$ cat src/hw/hisCfgPkg.sv
package hisCfgPkg;

    // timestamp layout
    // raw arrival time in tdc ticks
    localparam int TS_WIDTH = 10;

    // histogram geometry
    // 3 index bits per histogram
    localparam int BIN_BITS = 3;
    // same bin count for coarse and fine pass
    localparam int NUM_BINS = 1 << BIN_BITS;

    // bin counter width
    localparam int COUNT_WIDTH = 8;
    // largest value a bin counter can hold
    localparam int COUNT_MAX = (1 << COUNT_WIDTH) - 1;

    // coarse bin = top BIN_BITS of the timestamp
    // log2 of coarse bin width, 7 -> 128 ticks
    localparam int COARSE_SHIFT = TS_WIDTH - BIN_BITS;
    // ticks covered by one coarse bin
    localparam int COARSE_SPAN = 1 << COARSE_SHIFT;

    // fine bins split one coarse bin into NUM_BINS parts
    // log2 of fine bin width, 4 -> 16 ticks
    localparam int FINE_SHIFT = COARSE_SHIFT - BIN_BITS;

endpackage

$ cat src/hw/hisTypesPkg.sv
package hisTypesPkg;

    // timestamp or window bound
    typedef logic [hisCfgPkg::TS_WIDTH-1:0] timestampT;

    // index into one histogram
    typedef logic [hisCfgPkg::BIN_BITS-1:0] binIdxT;

    // hit count of a single bin
    typedef logic [hisCfgPkg::COUNT_WIDTH-1:0] countT;

    // sequencer phases
    // COARSE_ACQ   collect samples into the coarse histogram
    // COARSE_SCAN  peak search over coarse bins
    // FINE_ACQ     collect in-window samples into the fine histogram
    // FINE_SCAN    peak search over fine bins
    // REPORT       one cycle result strobe, arrays cleared
    typedef enum logic [2:0] {
        COARSE_ACQ,
        COARSE_SCAN,
        FINE_ACQ,
        FINE_SCAN,
        REPORT
    } seqStateT;

endpackage

$ cat src/hw/hisBinArray.sv
`timescale 1ns/1ps

module hisBinArray (
    input  logic                 clk,
    input  logic                 rstN,
    input  logic                 clear,
    input  logic                 incEn,
    input  hisTypesPkg::binIdxT  incBin,
    input  logic                 scanStart,
    output hisTypesPkg::binIdxT  peakBin,
    output logic                 peakDone
);

    // index of the last bin visited by the walk
    localparam hisTypesPkg::binIdxT lastIdx = hisTypesPkg::binIdxT'(hisCfgPkg::NUM_BINS - 1);

    // one counter per bin
    hisTypesPkg::countT binCnt [hisCfgPkg::NUM_BINS];

    // walk state
    logic                scanning;
    hisTypesPkg::binIdxT scanIdx;

    // running best of the walk
    hisTypesPkg::countT  maxCnt;
    hisTypesPkg::binIdxT maxIdx;

    // bin under inspection this cycle
    hisTypesPkg::countT  curCnt;
    logic                curWins;
    logic                scanLast;

    assign curCnt   = binCnt[scanIdx];
    // strictly greater, so the lower index keeps a tie
    assign curWins  = curCnt > maxCnt;
    assign scanLast = scanIdx == lastIdx;

    // counter bank
    // clear wins over an increment in the same cycle
    always_ff @(posedge clk or negedge rstN) begin
        if (!rstN) begin
            for (int i = 0; i < hisCfgPkg::NUM_BINS; i++) begin
                binCnt[i] <= '0;
            end
        end else if (clear) begin
            for (int i = 0; i < hisCfgPkg::NUM_BINS; i++) begin
                binCnt[i] <= '0;
            end
        end else if (incEn) begin
            binCnt[incBin] <= binCnt[incBin] + hisTypesPkg::countT'(1);
        end
    end

    // walk control
    // scanStart edge arms the walk, then one bin per cycle
    // peakDone lands NUM_BINS+1 cycles after scanStart
    always_ff @(posedge clk or negedge rstN) begin
        if (!rstN) begin
            scanning <= 1'b0;
            scanIdx  <= '0;
            peakDone <= 1'b0;
            peakBin  <= '0;
        end else begin
            peakDone <= 1'b0;
            if (scanStart) begin
                scanning <= 1'b1;
                scanIdx  <= '0;
            end else if (scanning) begin
                if (scanLast) begin
                    scanning <= 1'b0;
                    peakDone <= 1'b1;
                    // last bin may still take the lead
                    peakBin  <= curWins ? scanIdx : maxIdx;
                end else begin
                    scanIdx <= scanIdx + hisTypesPkg::binIdxT'(1);
                end
            end
        end
    end

    // running maximum
    // zero start means an empty histogram reports bin 0
    always_ff @(posedge clk) begin
        if (scanStart) begin
            maxCnt <= '0;
            maxIdx <= '0;
        end else if (scanning && curWins) begin
            maxCnt <= curCnt;
            maxIdx <= scanIdx;
        end
    end

    // sequencer must hold off increments until the walk has finished
    aNoIncDuringScan : assert property (
        @(posedge clk) disable iff (!rstN)
        scanning |-> !incEn
    ) else $error("bin increment during peak search");

    // samples per histogram is sized so a bin never wraps
    aNoCountWrap : assert property (
        @(posedge clk) disable iff (!rstN)
        incEn |-> (binCnt[incBin] != hisTypesPkg::countT'(hisCfgPkg::COUNT_MAX))
    ) else $error("bin counter overflow on bin %0d", incBin);

endmodule

$ cat src/hw/hisSequencer.sv
`timescale 1ns/1ps

module hisSequencer #(
    parameter int samplesPerHis = 8
) (
    input  logic                   clk,
    input  logic                   rstN,
    input  logic                   wrEn,
    input  hisTypesPkg::timestampT roughData,
    input  hisTypesPkg::binIdxT    coarsePeakBin,
    input  hisTypesPkg::binIdxT    finePeakBin,
    input  logic                   coarseDone,
    input  logic                   fineDone,
    output logic                   coarseInc,
    output logic                   fineInc,
    output hisTypesPkg::binIdxT    coarseIncBin,
    output hisTypesPkg::binIdxT    fineIncBin,
    output logic                   coarseScanStart,
    output logic                   fineScanStart,
    output logic                   clear,
    output logic                   busy,
    output logic                   resultValid,
    output hisTypesPkg::binIdxT    peakCH,
    output hisTypesPkg::binIdxT    peakFH,
    output hisTypesPkg::timestampT thMinus,
    output hisTypesPkg::timestampT thPositive,
    output hisTypesPkg::timestampT peakTime
);

    // upper bound offset of the window, 127
    localparam hisTypesPkg::timestampT coarseSpanM1 =
        hisTypesPkg::timestampT'(hisCfgPkg::COARSE_SPAN - 1);
    // sample count value on the last sample of a phase
    localparam hisTypesPkg::countT lastCnt = hisTypesPkg::countT'(samplesPerHis - 1);

    hisTypesPkg::seqStateT state;
    hisTypesPkg::countT    sampleCnt;

    // window from the coarse pass
    hisTypesPkg::binIdxT    chPeak;
    hisTypesPkg::timestampT winLo;
    hisTypesPkg::timestampT winHi;

    logic                   accept;
    logic                   acqDone;
    logic                   inWindow;
    hisTypesPkg::timestampT coarseBase;
    hisTypesPkg::timestampT winOffset;
    hisTypesPkg::timestampT fineTime;

    // scans and report block new samples
    assign busy = state inside {hisTypesPkg::COARSE_SCAN, hisTypesPkg::FINE_SCAN,
                                hisTypesPkg::REPORT};

    // only ACQ states leave busy low
    assign accept  = wrEn && !busy;
    assign acqDone = accept && (sampleCnt == lastCnt);

    // coarse mapping
    // top BIN_BITS of the timestamp
    assign coarseInc    = accept && (state == hisTypesPkg::COARSE_ACQ);
    assign coarseIncBin = hisTypesPkg::binIdxT'(roughData >> hisCfgPkg::COARSE_SHIFT);

    // fine mapping
    // inclusive window, offset from the lower bound in 16 tick steps
    assign inWindow   = (roughData >= winLo) && (roughData <= winHi);
    assign winOffset  = roughData - winLo;
    assign fineInc    = accept && (state == hisTypesPkg::FINE_ACQ) && inWindow;
    assign fineIncBin = hisTypesPkg::binIdxT'(winOffset >> hisCfgPkg::FINE_SHIFT);

    // lower bound of the coarse peak bin
    assign coarseBase = hisTypesPkg::timestampT'(coarsePeakBin) << hisCfgPkg::COARSE_SHIFT;

    // start of the winning fine bin
    assign fineTime = winLo + (hisTypesPkg::timestampT'(finePeakBin) << hisCfgPkg::FINE_SHIFT);

    // accepted samples of the current phase
    // out-of-window fine samples count here too
    always_ff @(posedge clk or negedge rstN) begin
        if (!rstN) begin
            sampleCnt <= '0;
        end else if (accept) begin
            sampleCnt <= (sampleCnt == lastCnt) ? '0 : sampleCnt + hisTypesPkg::countT'(1);
        end
    end

    // window latch on the coarse peak
    always_ff @(posedge clk) begin
        if (state == hisTypesPkg::COARSE_SCAN && coarseDone) begin
            chPeak <= coarsePeakBin;
            winLo  <= coarseBase;
            winHi  <= coarseBase + coarseSpanM1;
        end
    end

    // phase FSM
    // strobes default low, high for one cycle when set
    always_ff @(posedge clk or negedge rstN) begin
        if (!rstN) begin
            state           <= hisTypesPkg::COARSE_ACQ;
            coarseScanStart <= 1'b0;
            fineScanStart   <= 1'b0;
            clear           <= 1'b0;
            resultValid     <= 1'b0;
            peakCH          <= '0;
            peakFH          <= '0;
            thMinus         <= '0;
            thPositive      <= '0;
            peakTime        <= '0;
        end else begin
            coarseScanStart <= 1'b0;
            fineScanStart   <= 1'b0;
            clear           <= 1'b0;
            resultValid     <= 1'b0;
            case (state)
                hisTypesPkg::COARSE_ACQ: begin
                    if (acqDone) begin
                        coarseScanStart <= 1'b1;
                        state           <= hisTypesPkg::COARSE_SCAN;
                    end
                end
                hisTypesPkg::COARSE_SCAN: begin
                    if (coarseDone) begin
                        state <= hisTypesPkg::FINE_ACQ;
                    end
                end
                hisTypesPkg::FINE_ACQ: begin
                    if (acqDone) begin
                        fineScanStart <= 1'b1;
                        state         <= hisTypesPkg::FINE_SCAN;
                    end
                end
                hisTypesPkg::FINE_SCAN: begin
                    // results move to the outputs together with the strobe
                    if (fineDone) begin
                        resultValid <= 1'b1;
                        clear       <= 1'b1;
                        peakCH      <= chPeak;
                        peakFH      <= finePeakBin;
                        thMinus     <= winLo;
                        thPositive  <= winHi;
                        peakTime    <= fineTime;
                        state       <= hisTypesPkg::REPORT;
                    end
                end
                hisTypesPkg::REPORT: begin
                    // arrays are zeroed at the end of this cycle
                    state <= hisTypesPkg::COARSE_ACQ;
                end
                default: begin
                    state <= hisTypesPkg::COARSE_ACQ;
                end
            endcase
        end
    end

    // one pulse per histogram pair, the arrays are idle right after it
    aSingleResult : assert property (
        @(posedge clk) disable iff (!rstN)
        resultValid |=> !resultValid
    ) else $error("resultValid held for more than one cycle");

    // sample budget must fit the sample counter and the bin counters
    aSamplesFit : assert property (
        @(posedge clk) disable iff (!rstN)
        (samplesPerHis >= 1) && (samplesPerHis <= hisCfgPkg::COUNT_MAX)
    ) else $error("samplesPerHis %0d does not fit a bin count", samplesPerHis);

endmodule

$ cat src/hw/hisBuilderTop.sv
`timescale 1ns/1ps

module hisBuilderTop #(
    parameter int samplesPerHis = 8
) (
    input  logic                   clk,
    input  logic                   rstN,
    input  logic                   wrEn,
    input  hisTypesPkg::timestampT roughData,
    output logic                   busy,
    output logic                   resultValid,
    output hisTypesPkg::binIdxT    peakCH,
    output hisTypesPkg::binIdxT    peakFH,
    output hisTypesPkg::timestampT thMinus,
    output hisTypesPkg::timestampT thPositive,
    output hisTypesPkg::timestampT peakTime
);

    // coarse histogram nets
    logic                coarseInc;
    hisTypesPkg::binIdxT coarseIncBin;
    logic                coarseScanStart;
    hisTypesPkg::binIdxT coarsePeakBin;
    logic                coarseDone;

    // fine histogram nets
    logic                fineInc;
    hisTypesPkg::binIdxT fineIncBin;
    logic                fineScanStart;
    hisTypesPkg::binIdxT finePeakBin;
    logic                fineDone;

    // shared by both arrays
    logic clear;

    // phase control, window and fine mapping
    hisSequencer #(
        .samplesPerHis (samplesPerHis)
    ) hisSequencer_i (
        .clk             (clk),
        .rstN            (rstN),
        .wrEn            (wrEn),
        .roughData       (roughData),
        .coarsePeakBin   (coarsePeakBin),
        .finePeakBin     (finePeakBin),
        .coarseDone      (coarseDone),
        .fineDone        (fineDone),
        .coarseInc       (coarseInc),
        .fineInc         (fineInc),
        .coarseIncBin    (coarseIncBin),
        .fineIncBin      (fineIncBin),
        .coarseScanStart (coarseScanStart),
        .fineScanStart   (fineScanStart),
        .clear           (clear),
        .busy            (busy),
        .resultValid     (resultValid),
        .peakCH          (peakCH),
        .peakFH          (peakFH),
        .thMinus         (thMinus),
        .thPositive      (thPositive),
        .peakTime        (peakTime)
    );

    // coarse histogram, 128 ticks per bin
    hisBinArray coarseHis_i (
        .clk       (clk),
        .rstN      (rstN),
        .clear     (clear),
        .incEn     (coarseInc),
        .incBin    (coarseIncBin),
        .scanStart (coarseScanStart),
        .peakBin   (coarsePeakBin),
        .peakDone  (coarseDone)
    );

    // fine histogram, 16 ticks per bin inside the window
    hisBinArray fineHis_i (
        .clk       (clk),
        .rstN      (rstN),
        .clear     (clear),
        .incEn     (fineInc),
        .incBin    (fineIncBin),
        .scanStart (fineScanStart),
        .peakBin   (finePeakBin),
        .peakDone  (fineDone)
    );

endmodule

$ cat config.mk
export PLATFORM = sky130hd
export DESIGN_NAME = hisBuilderTop
export DESIGN_NICKNAME = d
export VERILOG_FILES = /design/src/hw/hisCfgPkg.sv /design/src/hw/hisTypesPkg.sv /design/src/hw/hisBinArray.sv /design/src/hw/hisSequencer.sv /design/src/hw/hisBuilderTop.sv
export SDC_FILE = /design/constraint.sdc
export NUM_CORES = 1
export LEC_CHECK = 0
export BUFFER_PORTS_ARGS = -buffer_cell sky130_fd_sc_hd__clkbuf_2
export CORE_UTILIZATION = 60
export CTS_CLUSTER_SIZE = 24
export DETAILED_ROUTE_END_ITERATION = 8
export PLACE_DENSITY = 0.78
export SYNTH_ARGS = -nofsm -noshare
export SYNTH_HDL_FRONTEND = slang
export SYNTH_SLANG_ARGS = --single-unit
$ cat constraint.sdc
create_clock -name clk -period 4.7 [get_ports clk]
set_input_delay 0 -clock clk [delete_from_list [all_inputs] [get_ports clk]]
set_output_delay 0 -clock clk [all_outputs]
set_load 0.02 [all_outputs]
==> results.sh <==
export IMPL_end_kind="register"
export IMPL_status="finished, final reports clean"
export IMPL_grt_start_max_net_pins=72
export IMPL_wl_microns=25990
export IMPL_grt_pass1_wl_microns=41320
export IMPL_placed_area_sq_um=10670
export IMPL_cts_num_sinks=190
export IMPL_drv_cap=0
export IMPL_critical_path_top_delay_family="multiplexers"
export IMPL_power_ir_vdd_worst_mv=0.3807
export IMPL_dr_pass1_iters=8
export IMPL_switching_power_mw=1.115
export IMPL_synth_seq_cells=190
export IMPL_r2r_end="fineHis_i.maxIdx[1]$_SDFFE_PP0P_"
export IMPL_num_vias=7819
export IMPL_io_pins=51
export IMPL_synth_edf_count=3
export IMPL_cpPeakStageDelay_ns=0.92
export IMPL_hp_class="input pin to async pin"
export IMPL_p_comb_share_pct=15.5
export IMPL_antenna_found_initial=0
export IMPL_die_x_microns=134.9
export IMPL_num_rows=48
export IMPL_p_int_mw=2.869
export IMPL_slew_headroom_pct=10.09
export IMPL_yosysSeqAreaShare_pct=43.96
export IMPL_final_cell_area_sq_um=11260
export IMPL_wl_per_cell_microns=21.71
export IMPL_die_area_sq_um=18200
export IMPL_arrival_ns=4.23
export IMPL_initial_core_util_pct=61.28
export IMPL_vias_per_cell=6.532
export IMPL_netlist_area_sq_um=10600
export IMPL_dp_slack_ns=0.8326
export IMPL_detail_route_antenna_nets=0
export IMPL_cts_path_max_buffers=2
export IMPL_gp_congestion=0.8929
export IMPL_final_core_util_pct=65.08
export IMPL_setup_tns_final_ns=0
export IMPL_synth_cell_type_count=71
export IMPL_stdcell_count=1197
export IMPL_drive_above_1_share_pct=17.80
export IMPL_chipHeight_microns=134.9
export IMPL_fillers=1314
export IMPL_coreArea_sq_um=17300
export IMPL_seqPwrFrac_pct=49.0
export IMPL_grt_usage_pct=30.05
export IMPL_fmax_mhz=254.6
export IMPL_synth_cells=970
export IMPL_dp_cells=1163
export IMPL_path_max_fanout=20
export IMPL_timing_final_crit_share_pct=83.57
export IMPL_crit_reg2reg_launch="fineHis_i.scanIdx[1]$_DFFE_PN0P_"
export IMPL_cts_tree="built"
export IMPL_first_global_vias=7514
export IMPL_critical_path_required_ns=5.00
export IMPL_ys_async_sr_fraction_pct=86.84
export IMPL_setup_violations=0
export IMPL_antennaDiodeCount=0
export IMPL_rrSetupSlack_ns=0.77
export IMPL_fin_ws_ns=0.7723
export IMPL_htree_levels=4
export IMPL_drtIter0Drc=760
export IMPL_portBuffers=39
export IMPL_register_area_sq_um=4661
export IMPL_tightest_slew_ns=1.338
export IMPL_rr_worst_depth=9
export IMPL_crit_chain="mux4_2 > mux2_2 > ha_1 > and3_1 > a221o_1 > a221oi_1 > nand3b_1 > mux2i_1 > nor2_1"
export IMPL_p_per_area_nw_per_um2=354.0
export IMPL_clkTransAtPathRegs_ns=0.07
export IMPL_swShare_pct=27.99
export IMPL_clock_latency_ns=0.44
export IMPL_start_kind="register"
export IMPL_leakage_nw=5.163
export IMPL_rsz0062_at_grt="false"
export IMPL_dp_hpwl_microns=17240
export IMPL_cts_setup_buffers=0
export IMPL_finalClockSkew_ns=0.01546
export IMPL_worst_setup_path_type="register to register"
export IMPL_synth_yosys_warnings=0
export IMPL_clkPwrFrac_pct=35.5
export IMPL_hold_viol=0
export IMPL_numCtsBuffers=17
export IMPL_synth_main_ff_cell="dfrtp_1"
export IMPL_drv_slew=0
export IMPL_root_buffer="clkbuf_16"
export IMPL_nNetsFinal=999
export IMPL_area_delta_synth_final_pct=6.185
export IMPL_layout_min_cycle_time_ns=3.928
export IMPL_crit_slowest_cell="dfrtp_1"
export IMPL_multi_input_area_sq_um=5316
export IMPL_overflow=0
export IMPL_avgSynthCellArea_sq_um=10.93
export IMPL_cp_num_buf_inv=0
export IMPL_route_detailed_drc=0
cell usage after synthesis, types with 5 or more instances:
| cell type | n | area [sq um] |
|---|---|---|
| dfrtp_1 | 165 | 4129 |
| nand2_1 | 112 | 420.4 |
| a21oi_1 | 54 | 270.3 |
| a22o_1 | 52 | 455.4 |
| nor2_1 | 52 | 195.2 |
| mux4_2 | 50 | 1126 |
| mux2i_1 | 41 | 410.4 |
| inv_1 | 39 | 146.4 |
| o21ai_0 | 39 | 195.2 |
| buf_4 | 32 | 240.2 |
| ha_1 | 27 | 337.8 |
| clkbuf_1 | 26 | 97.59 |
| nand3_1 | 23 | 115.1 |
| dfxtp_1 | 22 | 440.4 |
| mux2_2 | 22 | 247.7 |
| buf_2 | 20 | 100.1 |
| a211oi_1 | 15 | 112.6 |
| xnor2_1 | 15 | 131.4 |
| nand2b_1 | 14 | 87.58 |
| nor3_1 | 12 | 60.06 |
| nor2b_1 | 10 | 62.56 |
| or4_1 | 7 | 52.55 |
| nand3b_1 | 6 | 45.04 |
| nor4_1 | 6 | 37.54 |
| o21ai_1 | 6 | 30.03 |
| and3_1 | 5 | 31.28 |
| buf_1 | 5 | 18.77 |
| buf_6 | 5 | 56.30 |
| mux4_1 | 5 | 131.4 |
| nand4_1 | 5 | 31.28 |
| o31ai_1 | 5 | 37.54 |
| or2_2 | 5 | 31.28 |
per-stage QoR:
step	power, mW	hold slack [ns]
3_5_place_dp	2.583	0.04321
2_1_floorplan	2.401	-0.2956
3_3_place_gp	2.561	0.04320
4_1_cts	3.989	0.1497
5_1_grt	4.138	0.1826
6_report	3.985	0.1145
flip-flops by register name, indices dropped and copies added (netlist names), 2 cells and up:
name                       cells
coarseHis_i.binCnt            64
fineHis_i.binCnt              64
coarseHis_i.maxCnt             8
fineHis_i.maxCnt               8
hisSequencer_i.sampleCnt       8
hisSequencer_i.thPositive      4
coarseHis_i.maxIdx             3
coarseHis_i.peakBin            3
coarseHis_i.scanIdx            3
fineHis_i.maxIdx               3
fineHis_i.peakBin              3
fineHis_i.scanIdx              3
hisSequencer_i.state           3
hisSequencer_i.winHi           3
hisSequencer_i.peakFH          2
logic make-up (layout without fill, tap and decap cells):
kind of cell               after synthesis  count (layout)  share of synthesized area, %
DFF                                    190             190                         43.96
muxes                                  118             118                         18.07
buffers and inverters                  129             121                         6.303
xor gates and xnor gates                18              18                         1.629
and+or+nand+nor                        285             285                         13.85
adders and majority gates               27              27                         3.187
other                                    1              11                       0.03538
AOI/OAI and AO/OA                      202             202                         12.97
worst max-delay path by stage:
stage / startpoint / endpoint / depth (start not counted)
6_report: fineHis_i.scanIdx[1]$_DFFE_PN0P_ / fineHis_i.maxIdx[1]$_SDFFE_PP0P_ / 9
5_1_grt: fineHis_i.scanIdx[1]$_DFFE_PN0P_ / fineHis_i.maxIdx[1]$_SDFFE_PP0P_ / 9
4_1_cts: fineHis_i.scanIdx[1]$_DFFE_PN0P_ / fineHis_i.maxIdx[1]$_SDFFE_PP0P_ / 9
3_5_place_dp: fineHis_i.scanIdx[1]$_DFFE_PN0P_ / fineHis_i.maxIdx[1]$_SDFFE_PP0P_ / 9
3_3_place_gp: fineHis_i.scanIdx[1]$_DFFE_PN0P_ / fineHis_i.maxIdx[0]$_SDFFE_PP0P_ / 9
2_1_floorplan: fineHis_i.scanIdx[0]$_DFFE_PN0P_ / fineHis_i.maxCnt[4]$_SDFFE_PP0P_ / 12
cell usage in the layout (no fill, tap or decap), types with 6 or more instances in the layout:
cell type,instances
dfrtp_1,164
nand2_1,112
a21oi_1,54
nor2_1,52
a22o_1,52
mux4_2,50
mux2i_1,41
inv_1,39
o21ai_0,39
clkbuf_2,38
ha_1,27
nand3_1,23
mux2_2,22
dfxtp_1,22
clkbuf_16,18
xnor2_1,15
a211oi_1,15
nand2b_1,14
nor3_1,12
conb_1,11
nor2b_1,10
buf_4,8
or4_1,7
nand3b_1,6
o21ai_1,6
worst reg2reg max path: stages (launching register included):
cell	delay (ns)
dfrtp_1	0.92
mux4_2	0.42
mux2_2	0.31
ha_1	0.32
and3_1	0.21
a221o_1	0.34
a221oi_1	0.33
nand3b_1	0.58
mux2i_1	0.28
nor2_1	0.07
layout make-up:
class / count / area share [%]
repair buffers: 49 / 2.501
inverters: 40 / 1.334
clock buffers: 22 / 4.135
multi-input cells: 661 / 47.23
flip-flops and latches: 190 / 41.41
clock inverters: 10 / 0.8893
well taps: 225 / 2.501
layer usage:
metal  global-route usage (%)  wire (microns)  share of wire (%)  up-vias
li1                         -               -                  -     3487
met5                        0               0                  0        -
met4                    9.863             781                3.0        0
met3                    7.920            2355                9.1       67
met2                    46.36           12040                 46      381
met1                    41.44           10810                 42     3884
power by group through the flow:
stage	combinational [mW]	sequential [mW]	clock [mW]
after global placement	0.595	1.97	0
after detailed placement	0.610	1.97	0
after floorplan	0.489	1.91	0
after CTS	0.614	1.94	1.43
final	0.617	1.95	1.42
after global routing	0.675	1.97	1.50
what timing repair did:
| item | 4_1_cts | 5_1_grt |
|---|---|---|
| hold buffers | 2 | 0 |
| setup endpoints to repair | 0 | 0 |
| hold endpoints to repair | 70 | 0 |
| gates resized for setup | 0 | 0 |
Note: power is estimated with default switching activity, not from simulation.
